[config.mk]
export PLATFORM = sky130hd
export DESIGN_NAME = stamofu_launch_top
export DESIGN_NICKNAME = d
export VERILOG_FILES = /design/src/common/stamofu_pkg.sv /design/src/verilog/q_fast_ready.sv /design/src/stamofu/stamofu_lq.sv /design/src/stamofu/dcache_bank_req.sv /design/src/verilog/stamofu_launch_top.sv
export SDC_FILE = /design/constraint.sdc
export NUM_CORES = 1
export LEC_CHECK = 0
export ABC_AREA = 0
export ABC_CLOCK_PERIOD_IN_PS = 3600
export BUFFER_PORTS_ARGS = -buffer_cell sky130_fd_sc_hd__clkbuf_2
export CORE_UTILIZATION = 56
export CTS_CLUSTER_DIAMETER = 200
export DETAILED_ROUTE_END_ITERATION = 16
export GPL_TIMING_DRIVEN = 0
export HOLD_SLACK_MARGIN = 0.15
export PLACE_DENSITY = 0.78
export SLEW_MARGIN = 10
export SYNTH_ARGS = -nofsm -noshare
export SYNTH_HDL_FRONTEND = slang
export SYNTH_HIERARCHICAL = 1
export SYNTH_SLANG_ARGS = --single-unit
[constraint.sdc]
create_clock -name CLK -period 3.6 [get_ports CLK]
set_input_delay 0.36 -clock CLK [delete_from_list [all_inputs] [get_ports CLK]]
set_output_delay 0.36 -clock CLK [all_outputs]
set_load 0.005 [all_outputs]
[src/common/stamofu_pkg.sv]
/*
 * stamofu launch path shared definitions
 * field widths, vector types and the data cache bank select position
 */

`default_nettype none

package stamofu_pkg;

    // address widths
    localparam int VPN_WIDTH = 20;
    localparam int PO_WIDTH = 12;

    // completion queue tag
    localparam int LOG_STAMOFU_CQ_ENTRIES = 3;

    // launch queue depth
    localparam int STAMOFU_LQ_ENTRIES = 4;

    // word index bit that picks dcache bank 0 or 1
    localparam int DCACHE_WORD_ADDR_BANK_BIT = 0;

    typedef logic [VPN_WIDTH-1:0] vpn_t;
    typedef logic [PO_WIDTH-3:0] po_word_t;
    typedef logic [PO_WIDTH-4:0] bank_word_t;
    typedef logic [LOG_STAMOFU_CQ_ENTRIES-1:0] cq_index_t;
    typedef logic [3:0] mem_op_t;
    typedef logic [3:0] byte_mask_t;
    typedef logic [31:0] word_t;

    // is_store, is_amo, is_fence, is_mq, misaligned, misaligned_exception
    typedef logic [5:0] mem_flags_t;

    // packed queue entry, bank bit stored next to the word index
    localparam int LQ_DATA_WIDTH = 1 + 1 + 1
        + $bits(mem_op_t)
        + 1 + 1 + 1
        + $bits(vpn_t)
        + $bits(po_word_t)
        + 1
        + $bits(byte_mask_t)
        + $bits(word_t)
        + $bits(cq_index_t);

endpackage

`default_nettype wire

[src/verilog/q_fast_ready.sv]
/*
 * q_fast_ready: circular FIFO with a registered enq_ready
 * ready is taken from the next occupancy, never from deq_ready
 */

`timescale 1ns/100ps
`default_nettype none

module q_fast_ready #(
    parameter int DATA_WIDTH = 32,
    parameter int NUM_ENTRIES = 4
) (
    input  wire logic                  CLK,
    input  wire logic                  rst_n,

    input  wire logic                  enq_valid,
    input  wire logic [DATA_WIDTH-1:0] enq_data,
    output logic                       enq_ready,

    output logic                       deq_valid,
    output logic [DATA_WIDTH-1:0]      deq_data,
    input  wire logic                  deq_ready
);

    localparam int PTR_W = (NUM_ENTRIES > 1) ? $clog2(NUM_ENTRIES) : 1;
    localparam int CNT_W = $clog2(NUM_ENTRIES + 1);

    logic [DATA_WIDTH-1:0] entries [NUM_ENTRIES];

    logic [PTR_W-1:0] head;
    logic [PTR_W-1:0] tail;
    logic [CNT_W-1:0] count;
    logic [CNT_W-1:0] count_next;

    logic enq_fire;
    logic deq_fire;

    assign enq_fire = enq_valid & enq_ready;
    assign deq_fire = deq_valid & deq_ready;

    // head entry read straight out of the array
    assign deq_valid = (count != '0);
    assign deq_data = entries[head];

    always_comb begin
        count_next = count;
        if (enq_fire & ~deq_fire) begin
            count_next = count + CNT_W'(1);
        end else if (deq_fire & ~enq_fire) begin
            count_next = count - CNT_W'(1);
        end
    end

    always_ff @(posedge CLK) begin
        if (!rst_n) begin
            head <= '0;
            tail <= '0;
            count <= '0;
            enq_ready <= 1'b1;
        end else begin
            if (enq_fire) begin
                tail <= (tail == PTR_W'(NUM_ENTRIES - 1)) ? '0 : tail + PTR_W'(1);
            end
            if (deq_fire) begin
                head <= (head == PTR_W'(NUM_ENTRIES - 1)) ? '0 : head + PTR_W'(1);
            end
            count <= count_next;
            // short path: ready only looks at our own occupancy
            enq_ready <= (count_next != CNT_W'(NUM_ENTRIES));
        end
    end

    always_ff @(posedge CLK) begin
        if (enq_fire) begin
            entries[tail] <= enq_data;
        end
    end

endmodule

`default_nettype wire

[src/stamofu/stamofu_lq.sv]
/*
 * stamofu launch queue
 * program-order buffer of issued requests, head steered to a dcache bank
 */

`timescale 1ns/100ps
`default_nettype none

module stamofu_lq (
    input  wire logic                  CLK,
    input  wire logic                  rst_n,

    // issue side
    input  wire logic                  enq_valid,
    input  wire logic                  is_store,
    input  wire logic                  is_amo,
    input  wire logic                  is_fence,
    input  stamofu_pkg::mem_op_t       op,
    input  wire logic                  is_mq,
    input  wire logic                  misaligned,
    input  wire logic                  misaligned_exception,
    input  stamofu_pkg::vpn_t          vpn,
    input  stamofu_pkg::po_word_t      po_word,
    input  stamofu_pkg::byte_mask_t    byte_mask,
    input  stamofu_pkg::word_t         write_data,
    input  stamofu_pkg::cq_index_t     cq_index,
    output logic                       enq_ack,

    // head entry towards the bank stages
    output logic                       deq_bank0_valid,
    output logic                       deq_bank1_valid,
    output logic                       deq_is_store,
    output logic                       deq_is_amo,
    output logic                       deq_is_fence,
    output stamofu_pkg::mem_op_t       deq_op,
    output logic                       deq_is_mq,
    output logic                       deq_misaligned,
    output logic                       deq_misaligned_exception,
    output stamofu_pkg::vpn_t          deq_vpn,
    output stamofu_pkg::po_word_t      deq_po_word,
    output stamofu_pkg::byte_mask_t    deq_byte_mask,
    output stamofu_pkg::word_t         deq_write_data,
    output stamofu_pkg::cq_index_t     deq_cq_index,
    input  wire logic                  deq_bank0_ack,
    input  wire logic                  deq_bank1_ack
);

    logic enq_bank;
    logic deq_valid;
    logic deq_bank;
    logic deq_ack;

    logic [stamofu_pkg::LQ_DATA_WIDTH-1:0] enq_entry;
    logic [stamofu_pkg::LQ_DATA_WIDTH-1:0] deq_entry;

    // bank picked once at enqueue and kept with the entry
    assign enq_bank = po_word[stamofu_pkg::DCACHE_WORD_ADDR_BANK_BIT];

    assign enq_entry = {is_store, is_amo, is_fence, op, is_mq, misaligned,
                        misaligned_exception, vpn, po_word, enq_bank, byte_mask,
                        write_data, cq_index};

    assign {deq_is_store, deq_is_amo, deq_is_fence, deq_op, deq_is_mq, deq_misaligned,
            deq_misaligned_exception, deq_vpn, deq_po_word, deq_bank, deq_byte_mask,
            deq_write_data, deq_cq_index} = deq_entry;

    assign deq_bank0_valid = deq_valid & ~deq_bank;
    assign deq_bank1_valid = deq_valid & deq_bank;

    // an empty stage acks on its own, so each ack counts only with its bank valid
    assign deq_ack = (deq_bank0_valid & deq_bank0_ack) | (deq_bank1_valid & deq_bank1_ack);

    q_fast_ready #(
        .DATA_WIDTH (stamofu_pkg::LQ_DATA_WIDTH),
        .NUM_ENTRIES(stamofu_pkg::STAMOFU_LQ_ENTRIES)
    ) u_req_q (
        .CLK      (CLK),
        .rst_n    (rst_n),
        .enq_valid(enq_valid),
        .enq_data (enq_entry),
        .enq_ready(enq_ack),
        .deq_valid(deq_valid),
        .deq_data (deq_entry),
        .deq_ready(deq_ack)
    );

endmodule

`default_nettype wire

[src/stamofu/dcache_bank_req.sv]
/*
 * dcache bank request stage
 * one-entry hold of a launched request, word index made bank-local
 */

`timescale 1ns/100ps
`default_nettype none

module dcache_bank_req (
    input  wire logic                  CLK,
    input  wire logic                  rst_n,

    // from launch queue
    input  wire logic                  lq_valid,
    input  stamofu_pkg::mem_op_t       lq_op,
    input  stamofu_pkg::mem_flags_t    lq_flags,
    input  stamofu_pkg::vpn_t          lq_vpn,
    input  stamofu_pkg::po_word_t      lq_po_word,
    input  stamofu_pkg::byte_mask_t    lq_byte_mask,
    input  stamofu_pkg::word_t         lq_write_data,
    input  stamofu_pkg::cq_index_t     lq_cq_index,
    output logic                       lq_ack,

    // to dcache bank
    output logic                       bank_valid,
    output stamofu_pkg::mem_op_t       bank_op,
    output stamofu_pkg::mem_flags_t    bank_flags,
    output stamofu_pkg::vpn_t          bank_vpn,
    output stamofu_pkg::bank_word_t    bank_word,
    output stamofu_pkg::byte_mask_t    bank_byte_mask,
    output stamofu_pkg::word_t         bank_write_data,
    output stamofu_pkg::cq_index_t     bank_cq_index,
    input  wire logic                  bank_ready
);

    logic load;

    // drop the bank select bit, keep the rest in order
    function automatic stamofu_pkg::bank_word_t strip_bank_bit(
        input stamofu_pkg::po_word_t word
    );
        stamofu_pkg::bank_word_t result;
        int j;
        result = '0;
        j = 0;
        for (int i = 0; i < $bits(stamofu_pkg::po_word_t); i++) begin
            if (i != stamofu_pkg::DCACHE_WORD_ADDR_BANK_BIT) begin
                result[j] = word[i];
                j++;
            end
        end
        return result;
    endfunction

    // free slot or the slot drains this cycle
    assign lq_ack = ~bank_valid | bank_ready;
    assign load = lq_valid & lq_ack;

    always_ff @(posedge CLK) begin
        if (!rst_n) begin
            bank_valid <= 1'b0;
        end else if (load) begin
            bank_valid <= 1'b1;
        end else if (bank_ready) begin
            bank_valid <= 1'b0;
        end
    end

    always_ff @(posedge CLK) begin
        if (load) begin
            bank_op <= lq_op;
            bank_flags <= lq_flags;
            bank_vpn <= lq_vpn;
            bank_word <= strip_bank_bit(lq_po_word);
            bank_byte_mask <= lq_byte_mask;
            bank_write_data <= lq_write_data;
            bank_cq_index <= lq_cq_index;
        end
    end

endmodule

`default_nettype wire

[src/verilog/stamofu_launch_top.sv]
/*
 * stamofu launch path top
 * launch queue feeding one request stage per dcache bank
 */

`timescale 1ns/100ps
`default_nettype none

module stamofu_launch_top (
    input  wire logic                  CLK,
    input  wire logic                  rst_n,

    // issue side
    input  wire logic                  enq_valid,
    input  wire logic                  is_store,
    input  wire logic                  is_amo,
    input  wire logic                  is_fence,
    input  stamofu_pkg::mem_op_t       op,
    input  wire logic                  is_mq,
    input  wire logic                  misaligned,
    input  wire logic                  misaligned_exception,
    input  stamofu_pkg::vpn_t          vpn,
    input  stamofu_pkg::po_word_t      po_word,
    input  stamofu_pkg::byte_mask_t    byte_mask,
    input  stamofu_pkg::word_t         write_data,
    input  stamofu_pkg::cq_index_t     cq_index,
    output logic                       enq_ack,

    // bank 0
    output logic                       bank0_valid,
    output stamofu_pkg::mem_op_t       bank0_op,
    output stamofu_pkg::mem_flags_t    bank0_flags,
    output stamofu_pkg::vpn_t          bank0_vpn,
    output stamofu_pkg::bank_word_t    bank0_word,
    output stamofu_pkg::byte_mask_t    bank0_byte_mask,
    output stamofu_pkg::word_t         bank0_write_data,
    output stamofu_pkg::cq_index_t     bank0_cq_index,
    input  wire logic                  bank0_ready,

    // bank 1
    output logic                       bank1_valid,
    output stamofu_pkg::mem_op_t       bank1_op,
    output stamofu_pkg::mem_flags_t    bank1_flags,
    output stamofu_pkg::vpn_t          bank1_vpn,
    output stamofu_pkg::bank_word_t    bank1_word,
    output stamofu_pkg::byte_mask_t    bank1_byte_mask,
    output stamofu_pkg::word_t         bank1_write_data,
    output stamofu_pkg::cq_index_t     bank1_cq_index,
    input  wire logic                  bank1_ready
);

    logic deq_bank0_valid;
    logic deq_bank1_valid;
    logic deq_bank0_ack;
    logic deq_bank1_ack;

    logic deq_is_store;
    logic deq_is_amo;
    logic deq_is_fence;
    logic deq_is_mq;
    logic deq_misaligned;
    logic deq_misaligned_exception;

    stamofu_pkg::mem_op_t    deq_op;
    stamofu_pkg::vpn_t       deq_vpn;
    stamofu_pkg::po_word_t   deq_po_word;
    stamofu_pkg::byte_mask_t deq_byte_mask;
    stamofu_pkg::word_t      deq_write_data;
    stamofu_pkg::cq_index_t  deq_cq_index;
    stamofu_pkg::mem_flags_t deq_flags;

    // same head fields go to both banks, valids keep them apart
    assign deq_flags = {deq_is_store, deq_is_amo, deq_is_fence,
                        deq_is_mq, deq_misaligned, deq_misaligned_exception};

    stamofu_lq u_lq (
        .CLK(CLK), .rst_n(rst_n),
        .enq_valid(enq_valid), .is_store(is_store), .is_amo(is_amo),
        .is_fence(is_fence), .op(op), .is_mq(is_mq), .misaligned(misaligned),
        .misaligned_exception(misaligned_exception), .vpn(vpn), .po_word(po_word),
        .byte_mask(byte_mask), .write_data(write_data), .cq_index(cq_index),
        .enq_ack(enq_ack),
        .deq_bank0_valid(deq_bank0_valid), .deq_bank1_valid(deq_bank1_valid),
        .deq_is_store(deq_is_store), .deq_is_amo(deq_is_amo),
        .deq_is_fence(deq_is_fence), .deq_op(deq_op), .deq_is_mq(deq_is_mq),
        .deq_misaligned(deq_misaligned),
        .deq_misaligned_exception(deq_misaligned_exception),
        .deq_vpn(deq_vpn), .deq_po_word(deq_po_word), .deq_byte_mask(deq_byte_mask),
        .deq_write_data(deq_write_data), .deq_cq_index(deq_cq_index),
        .deq_bank0_ack(deq_bank0_ack), .deq_bank1_ack(deq_bank1_ack)
    );

    dcache_bank_req u_bank0 (
        .CLK(CLK), .rst_n(rst_n),
        .lq_valid(deq_bank0_valid), .lq_op(deq_op), .lq_flags(deq_flags),
        .lq_vpn(deq_vpn), .lq_po_word(deq_po_word), .lq_byte_mask(deq_byte_mask),
        .lq_write_data(deq_write_data), .lq_cq_index(deq_cq_index),
        .lq_ack(deq_bank0_ack),
        .bank_valid(bank0_valid), .bank_op(bank0_op), .bank_flags(bank0_flags),
        .bank_vpn(bank0_vpn), .bank_word(bank0_word),
        .bank_byte_mask(bank0_byte_mask), .bank_write_data(bank0_write_data),
        .bank_cq_index(bank0_cq_index), .bank_ready(bank0_ready)
    );

    dcache_bank_req u_bank1 (
        .CLK(CLK), .rst_n(rst_n),
        .lq_valid(deq_bank1_valid), .lq_op(deq_op), .lq_flags(deq_flags),
        .lq_vpn(deq_vpn), .lq_po_word(deq_po_word), .lq_byte_mask(deq_byte_mask),
        .lq_write_data(deq_write_data), .lq_cq_index(deq_cq_index),
        .lq_ack(deq_bank1_ack),
        .bank_valid(bank1_valid), .bank_op(bank1_op), .bank_flags(bank1_flags),
        .bank_vpn(bank1_vpn), .bank_word(bank1_word),
        .bank_byte_mask(bank1_byte_mask), .bank_write_data(bank1_write_data),
        .bank_cq_index(bank1_cq_index), .bank_ready(bank1_ready)
    );

endmodule

`default_nettype wire

; Yosys cells after proc, flatten, opt, wreduce, memory -nomap -nowiden
; Memories as Yosys holds them, arrays and structs flattened. A register that Yosys moved wholly into a read port is not among the register bits.
; Cells that the tools add are included.
; W data, S select, Z words.
[word_totals]
ramBits = 320
memories = 1
regBits = 166
word_cells = 201
[memory_table]
columns = name, depth, width, rd, rd_clocked_by_memory_dff, wr, line_no
row1 = u_lq.u_req_q.entries, 4, 80, 1, 1, 1, q_fast_ready.sv:28  ; logic [DATA_WIDTH-1:0] entries [NUM_ENTRIES];
[classes]
n_lt_le_gt_ge = 32
n_addsub = 18
reduce_logical = 19
mux = 92
n_eq_ne = 3
n_bitwise = 16
[ops]
columns = operator, n
row1 = $ge A32 B1 Y1 const B, 16
row2 = $lt A32 B6 Y1 const B, 16
row3 = $mux W32, 16
row4 = $add A32 B2 Y32 const B, 14
row5 = $bwmux W9, 16
row6 = $mux W9, 14
row7 = $demux W1 S4, 16
row8 = $mux W1, 24
row9 = $logic_and A1 B1 Y1, 16
row10 = $and A1 B1 Y1, 8
row11 = $mux W2, 4
row12 = $mux W3, 2
row13 = $not A1 Y1, 5
row14 = $add A2 B1 Y2 const B, 2
row15 = $eq A2 B2 Y1 const B, 2
row16 = $reduce_bool A2 Y1, 2
row17 = $add A3 B1 Y3 const B, 1
row18 = $ne A3 B3 Y1 const B, 1
row19 = $or A1 B1 Y1, 3
row20 = $reduce_bool A3 Y1, 1
row21 = $sub A3 B1 Y3 const B, 1

; Depth between registers and ports, before layout
; Gate-level depths: netlist of the first run.
[depth]
word_depth = 23
depth_mapped = 9
mapped_depth_nobuf = 9

; By module
; Netlist of the first run, hierarchy kept.
[by_module_without_submodules]
columns = mod, seq_area_each_um2, cells_per_inst, area_per_inst_um2, instances
row1 = q_fast_ready, 9809.4, 482, 12150.4, 1
row2 = dcache_bank_req, 2362.3, 83, 2399.8, 2
row3 = stamofu_lq, 0.0, 4, 32.5, 1

; Worst setup path after synthesis of the first run
; OpenSTA, ideal clock, no wires.
[synth_path]
kind = reg2reg
startpoint = reg u_lq.u_req_q.tail[0]
endpoint = mem u_lq/u_req_q/entries[3][0] (netlist bit), enable pin
period_less_slack_ns = 2.905
setup_slack_ns = 0.695
n_path_buf = 0
path_stages_with_launch = 3
arrival_ns = 2.457
cell_sequence = dfxtp_1 ha_1 and3_1
[synth_lines]
columns = element, line_no
row1 = start: declaration, q_fast_ready.sv:31  ; logic [PTR_W-1:0] tail;
row2 = start signal: assignment, q_fast_ready.sv:62  ; tail <= (tail == PTR_W'(NUM_ENTRIES - 1)) ? '0 : tail + PTR_W'(1);
row3 = end: declaration, q_fast_ready.sv:28
; No word-level cell before the write port.

==> results of run 1 <==
-- per-stage QoR --
stage	utilization [%]	std cells	power [W]
3_3_place_gp	62.6	1279	0.0105
3_5_place_dp	63.0	1283	0.0107
5_1_grt	70.8	1446	0.0160
2_1_floorplan	-	647	0.00933
4_1_cts	70.8	1446	0.0156
6_report	70.8	1447	0.0154
-- placed cells by master (no fill, tap or decap), types with 9 or more instances in the layout --
| cell type | count |
|---|---|
| dfxtp_1 | 12 |
| mux4_2 | 79 |
| clkbuf_2 | 242 |
| clkinv_2 | 11 |
| edfxtp_1 | 472 |
| buf_6 | 9 |
| clkbuf_1 | 9 |
| clkbuf_16 | 47 |
| dlygate4sd3_1 | 81 |
-- routing by layer --
layer / global-route usage (%) / up-vias / routed length [um]
li1: - / 3482 / -
met1: 25.5 / 4030 / 12100
met2: 38.7 / 260 / 17600
met3: 3.25 / 58 / 1520
met4: 6.88 / 0 / 813
met5: 0 / - / 0
-- worst min path at each step --
stage	from	endpoint	slack (ns)	cells past startpoint
3_3_place_gp	u_lq/u_req_q/head[0]	u_lq/u_req_q/head[0]	0.50	2
6_report	rst_n	u_lq/u_req_q/count[1]	0.17	2
4_1_cts	rst_n	u_lq/u_req_q/count[1]	0.15	2
5_1_grt	rst_n	u_lq/u_req_q/count[1]	0.17	2
2_1_floorplan	cq_index[0]	u_lq/u_req_q/entries[0][0]	0.46	0
3_5_place_dp	u_lq/u_req_q/head[1]	u_lq/u_req_q/head[1]	0.50	2
-- worst max-delay path, stage by stage (launching register included) --
cell	delay [ns]
dfxtp_1	0.30
buf_1	0.48
buf_2	0.37
mux4_2	0.37
and2b_2	0.26
and2_4	0.93
-- report_power, final --
group / internal (W) / switching, W / total (W)
clock network: 0.00282 / 0.00195 / 0.00478
logic: 0.00115 / 0.00157 / 0.00272
registers: 0.00761 / 0.000304 / 0.00792
total: 0.0116 / 0.00382 / 0.0154
-- flip-flops by register name (all words and copies together) (netlist names), 4 cells and up, named ones only --
signal	flops
u_bank1/bank_flags	6
u_bank0/bank_write_data	32
u_bank0/bank_vpn	20
u_bank0/bank_byte_mask	4
u_bank1/bank_op	4
u_bank1/bank_write_data	32
u_bank1/bank_byte_mask	4
u_bank0/bank_op	4
u_bank1/bank_word	9
u_bank1/bank_vpn	20
u_bank0/bank_flags	6
u_lq/u_req_q/entries	316
u_bank0/bank_word	9
-- cell type report --
class                           instances  area, um^2
Fill cell                            1777        8650
Inverter                                9        36.3
Clock inverter                         26         298
Multi-Input combinational cell        136        2260
Buffer                                 18         145
Antenna cell                            1        2.50
Tap cell                              390         488
Clock buffer                           56        1210
Sequential cell                       484       14400
Timing Repair Buffer                  327        2130
==> impl_results.md, run 1 <==
- Worst Hold Slack: 0.173 ns
- Peak supply drop: 1.20 mV
- Post-synthesis instance total: 647
- Post-DP HPWL: 18.9 mm
- Post-synthesis average cell area: 26.0 um^2
- CTS tree: yes
- Port bufs: 242
- Die area: 0.0308 mm^2
- Resize count post-CTS: 0
- Total global-route track usage: 21.1%
- P_leak: 7.33 nW
- Final #Nets: 1114
- WL/cell: 22.1 um
- Core area: 0.0296 mm^2
- Longest Clk Path Bufs: 3
- Final setup skew: 0.0289 ns
- Layout cell share with drive strength beyond 1: 40.4%
- # IOs: 243
- Die Span Y: 175 um
- Initial core utilization: 56.8%
- Die X: 175 um
- Place WS: 0.345 ns
- Worst setup path class: reg2reg
- Vias per std cell: 5.41
- R2R setup slack: 0.42 ns
- Clock Latency Late Sink: 0.55 ns
- Worst setup SP type: flop
- First-pass GRT wire length: 47.7 mm
- Minimum clock period: 3.18 ns
- Tcrit/Tclk final: 88.4%
- # DRC: 0
- Post-route cell area: 0.0210 mm^2
- Min-Delay Path Class: in2reg
- Endpoints failing hold: 0
- Root Driver: clkbuf_16
- Worst flop-to-flop path endpoint: u_bank0/bank_vpn[7]
- Finish-stage setup viols: 0
- F_max: 0.314 GHz
- Clock sinks: 484
- Row count: 63
- GP Congestion: 0.683
- Post-route ant nets: 0
- CTS clock-pin slew for the worst setup and hold paths: 0.06 ns
- First drt pass iteration count: 5
- Worst setup endpoint: u_bank0/bank_vpn[7]
- Layout area overhead: 24.6%
- Setup bufs post-CTS: 0
- DR vias: 7830
- CP endpoint kind: flop
- Vias in the first global route: 8426
- Cell area after synthesis: 0.0168 mm^2
- Largest net degree at the start of global routing: 79
- Hold_buf cts: 81
- Worst Path Arrival: 3.34 ns
- Slew Viols, Final: 0
- Routed WL: 32.0 mm
- CTS Buf Count: 46
- R2R cell count: 5
- H-tree Lvls: 2
- Worst slew pin tran: 1.22 ns
- Power density over the cells: 734 mW/mm^2
- Slew headroom: 18.5%
- Worst setup margin: 0.419 ns
- Placed inst area: 0.0187 mm^2
- Maxcap violations: 0
- 1st-iter DRT viols: 635
- Mapped Nets: 739
- Antenna violations before repair: 1
- RSZ-0062 raised after global routing: false
- Fin Setup TNS: 0 ns
- Status: completed
- YS warnings: 6
- Worst endpoint required time: 3.76 ns
- CP max FO: 78
- Total grt overflow: 0
(Power assumes the default switching activity.)
==> run 2, diff against run 1 <==
--- a/config.mk
+++ b/config.mk
@@ -8,12 +8,12 @@
 export ABC_AREA = 0
 export ABC_CLOCK_PERIOD_IN_PS = 3600
 export BUFFER_PORTS_ARGS = -buffer_cell sky130_fd_sc_hd__clkbuf_2
-export CORE_UTILIZATION = 56
+export CORE_UTILIZATION = 50
 export CTS_CLUSTER_DIAMETER = 200
 export DETAILED_ROUTE_END_ITERATION = 16
 export GPL_TIMING_DRIVEN = 0
 export HOLD_SLACK_MARGIN = 0.15
-export PLACE_DENSITY = 0.78
+export PLACE_DENSITY = 0.71
 export SLEW_MARGIN = 10
 export SYNTH_ARGS = -nofsm -noshare
 export SYNTH_HDL_FRONTEND = slang
==> impl_results.md, run 2 (same netlist as run 1, synthesis figures left out) <==
- Status: completed
- WL/cell: 19.7 um (-11%)
- Initial core utilization: 51.2% (-5.6 points)
- F_max: 0.312 GHz (-0.78%)
- Placed cells: 1335 (+4.1%)
- Fin cells: 1507 (+4.1%)
- Tcrit/Tclk final: 89.1% (+0.69 points)
- Minimum clock period: 3.21 ns (+0.0250 ns)
- Root Driver: clkbuf_16
- Commonest non-fill, non-tap cell in the layout: edfxtp_1
- Antenna violations before repair: 2 (+1)
- Vias per std cell: 5.14 (-5.1%)
- Most flop-heavy register: u_lq/u_req_q/entries
- Worst setup path class: reg2reg
- Die X: 186 um (+5.8%)
- Max FFs per register: 316 (unchanged)
- Total grt overflow: 0 (unchanged)
- RSZ-0062 raised after global routing: false
- Worst slew pin tran: 1.22 ns (-0.00210 ns)
- Crit-path max cell delay: 0.79 ns (-0.14 ns)
- Core area: 0.0329 mm^2 (+11%)
- First-pass GRT wire length: 44.6 mm (-6.5%)
- Family with the most delay on the worst path: simple AND/OR/NAND/NOR gates
- GP Congestion: 0.696 (+1.8%)
- CTS clock-pin slew for the worst setup and hold paths: 0.06 ns (about the same)
- Power Internal: 0.0113 W (-2.2%)
- Fillers: 2232 (+26%)
- P_leak: 7.29 nW (-0.55%)
- Worst endpoint required time: 3.76 ns (about the same)
- Routed WL: 29.6 mm (-7.3%)
- Power density over the cells: 719 mW/mm^2 (-2.1%)
- Die Span Y: 186 um (+5.8%)
- Worst setup SP type: flop
- Worst Hold Slack: 0.334 ns (+0.160 ns)
- Row count: 66 (+4.8%)
- Clk pwr share: 30.1% (-0.9 points)
- Slew Viols, Final: 0 (unchanged)
- Largest net degree at the start of global routing: 79 (unchanged)
- Clock sinks: 484 (unchanged)
- P_sw: 0.00376 W (-1.6%)
- Die area: 0.0344 mm^2 (+12%)
- Finish-stage setup viols: 0 (unchanged)
- Placed inst area: 0.0187 mm^2 (+0.35%)
- Post-DP HPWL: 17.2 mm (-9.0%)
- Clock Latency Late Sink: 0.56 ns (about the same)
- Peak supply drop: 1.00 mV (-17%)
- Multi-input logic area: 0.00226 mm^2 (unchanged)
- Min-Delay Path Class: in2reg
- Logic gate share of total power: 17.7% (about the same)
- Top flop regs: u_lq/u_req_q/entries (316), u_bank0/bank_write_data (32), u_bank1/bank_write_data (32)
- Vias in the first global route: 8027 (-4.7%)
- Longest Clk Path Bufs: 3 (unchanged)
- Fin Setup TNS: 0 ns (unchanged)
- Net Sw Frac: 24.9% (+0.11 points)
- CP max FO: 78 (unchanged)
- Final #Nets: 1117 (+0.27%)
- Crit-path cells: buf_1, buf_2, mux4_2, and2b_2, and2_4
- Buffers & Inverters on Critical Path: 2 (unchanged)
- Resize count post-CTS: 0 (unchanged)
- Worst Path Arrival: 3.37 ns (+0.03 ns)
- H-tree Lvls: 2 (unchanged)
- Post-route cell area: 0.0210 mm^2 (about the same)
- # DRC: 0 (unchanged)
- Port bufs: 242 (unchanged)
- CTS Buf Count: 48 (+4.3%)
- Post-route ant nets: 0 (unchanged)
- First drt pass iteration count: 4 (-1)
- Slew headroom: 18.6% (+0.14 points)
- 1st-iter DRT viols: 499 (-21%)
- # IOs: 243 (unchanged)
- CTS tree: yes
- Layout area overhead: 24.7% (about the same)
- Critical Path Slowest Stage Cell: and2_4
- Maxcap violations: 0 (unchanged)
- Layout cell share with drive strength beyond 1: 39.4% (-1.0 points)
- Endpoints failing hold: 0 (unchanged)
- Most frequent cells in the layout: edfxtp_1 (472), clkbuf_2 (242), dlygate4sd3_1 (82)
- DR vias: 7740 (-1.1%)
- Final setup skew: 0.0206 ns (-0.00830 ns)
- Total global-route track usage: 17.4% (-3.6 points)
- Reg power frac: 52.2% (+0.8 points)
- FF+latch area: 0.0144 mm^2 (unchanged)
- CP endpoint kind: flop
## run 2: changes by cell type in the layout (fill, tap and decap cells not counted), sizes merged
cell | previous run | this run
clkbuf | 298 | 310
bufinv | 6 | 1
clkinv | 19 | 16
inv | 9 | 12
clkinvlp | 1 | 0
diode | 1 | 2
dlygate4sd3 | 81 | 82
## run 2: power groups by stage
stage	registers [W]	logic (W)	clock network, W
after floorplan	0.00807	0.00126	0
after detailed placement	0.00799	0.00264	0
after CTS	0.00788	0.00272	0.00466
after global routing	0.00798	0.00293	0.00486
after global placement	0.00800	0.00256	0
final	0.00788	0.00267	0.00454
## run 2: layer usage
layer	global-route usage (%)	vias to the layer above	routed length, um
met5	0	-	0
met4	5.62	0	554
met3	3.31	39	1340
met2	29.5	215	15100
met1	22.9	3995	12600
li1	-	3491	-
## run 2: repair_timing
| item | in CTS | in global routing |
|---|---|---|
| hold endpoints to repair | 320 | 0 |
| buffers inserted | 0 | 0 |
| hold buffers | 82 | 0 |
## run 2: final cells by class
type                            instances  area share, %
Buffer                                 18          0.691
Antenna cell                            2         0.0238
Sequential cell                       484           68.7
Clock inverter                         20          0.697
Multi-Input combinational cell        136           10.8
Tap cell                              442           2.63
Clock buffer                           68           6.13
Timing Repair Buffer                  328           10.2
Inverter                                9          0.173
## run 2: worst min-delay path, cell delays in order
cell	delay (ns)
clkbuf_2	0.12
and2_1	0.21
nand2_1	0.07
a21boi_0	0.07
## run 2: final timing paths
check	from	endpoint	slack (ns)	cells past startpoint
worst max-delay path	flop	u_bank0/bank_write_data[13]	0.39	5
worst min-delay path	enq_valid	u_lq/u_req_q/tail[1]	0.33	4
worst max register to register	flop	u_bank0/bank_write_data[13]	0.39	5
worst min register to register	u_lq/u_req_q/head[1]	u_lq/u_req_q/head[1]	0.51	2
## run 2: per-stage QoR
step	utilization (%)	total power (W)	setup WS, ns
floorplan	-	0.00933	0.719
global placement	56.6	0.0106	-0.773
CTS	63.9	0.0153	0.345
global route	63.9	0.0158	0.229
detailed placement	57.0	0.0106	0.356
finish	63.9	0.0151	0.394
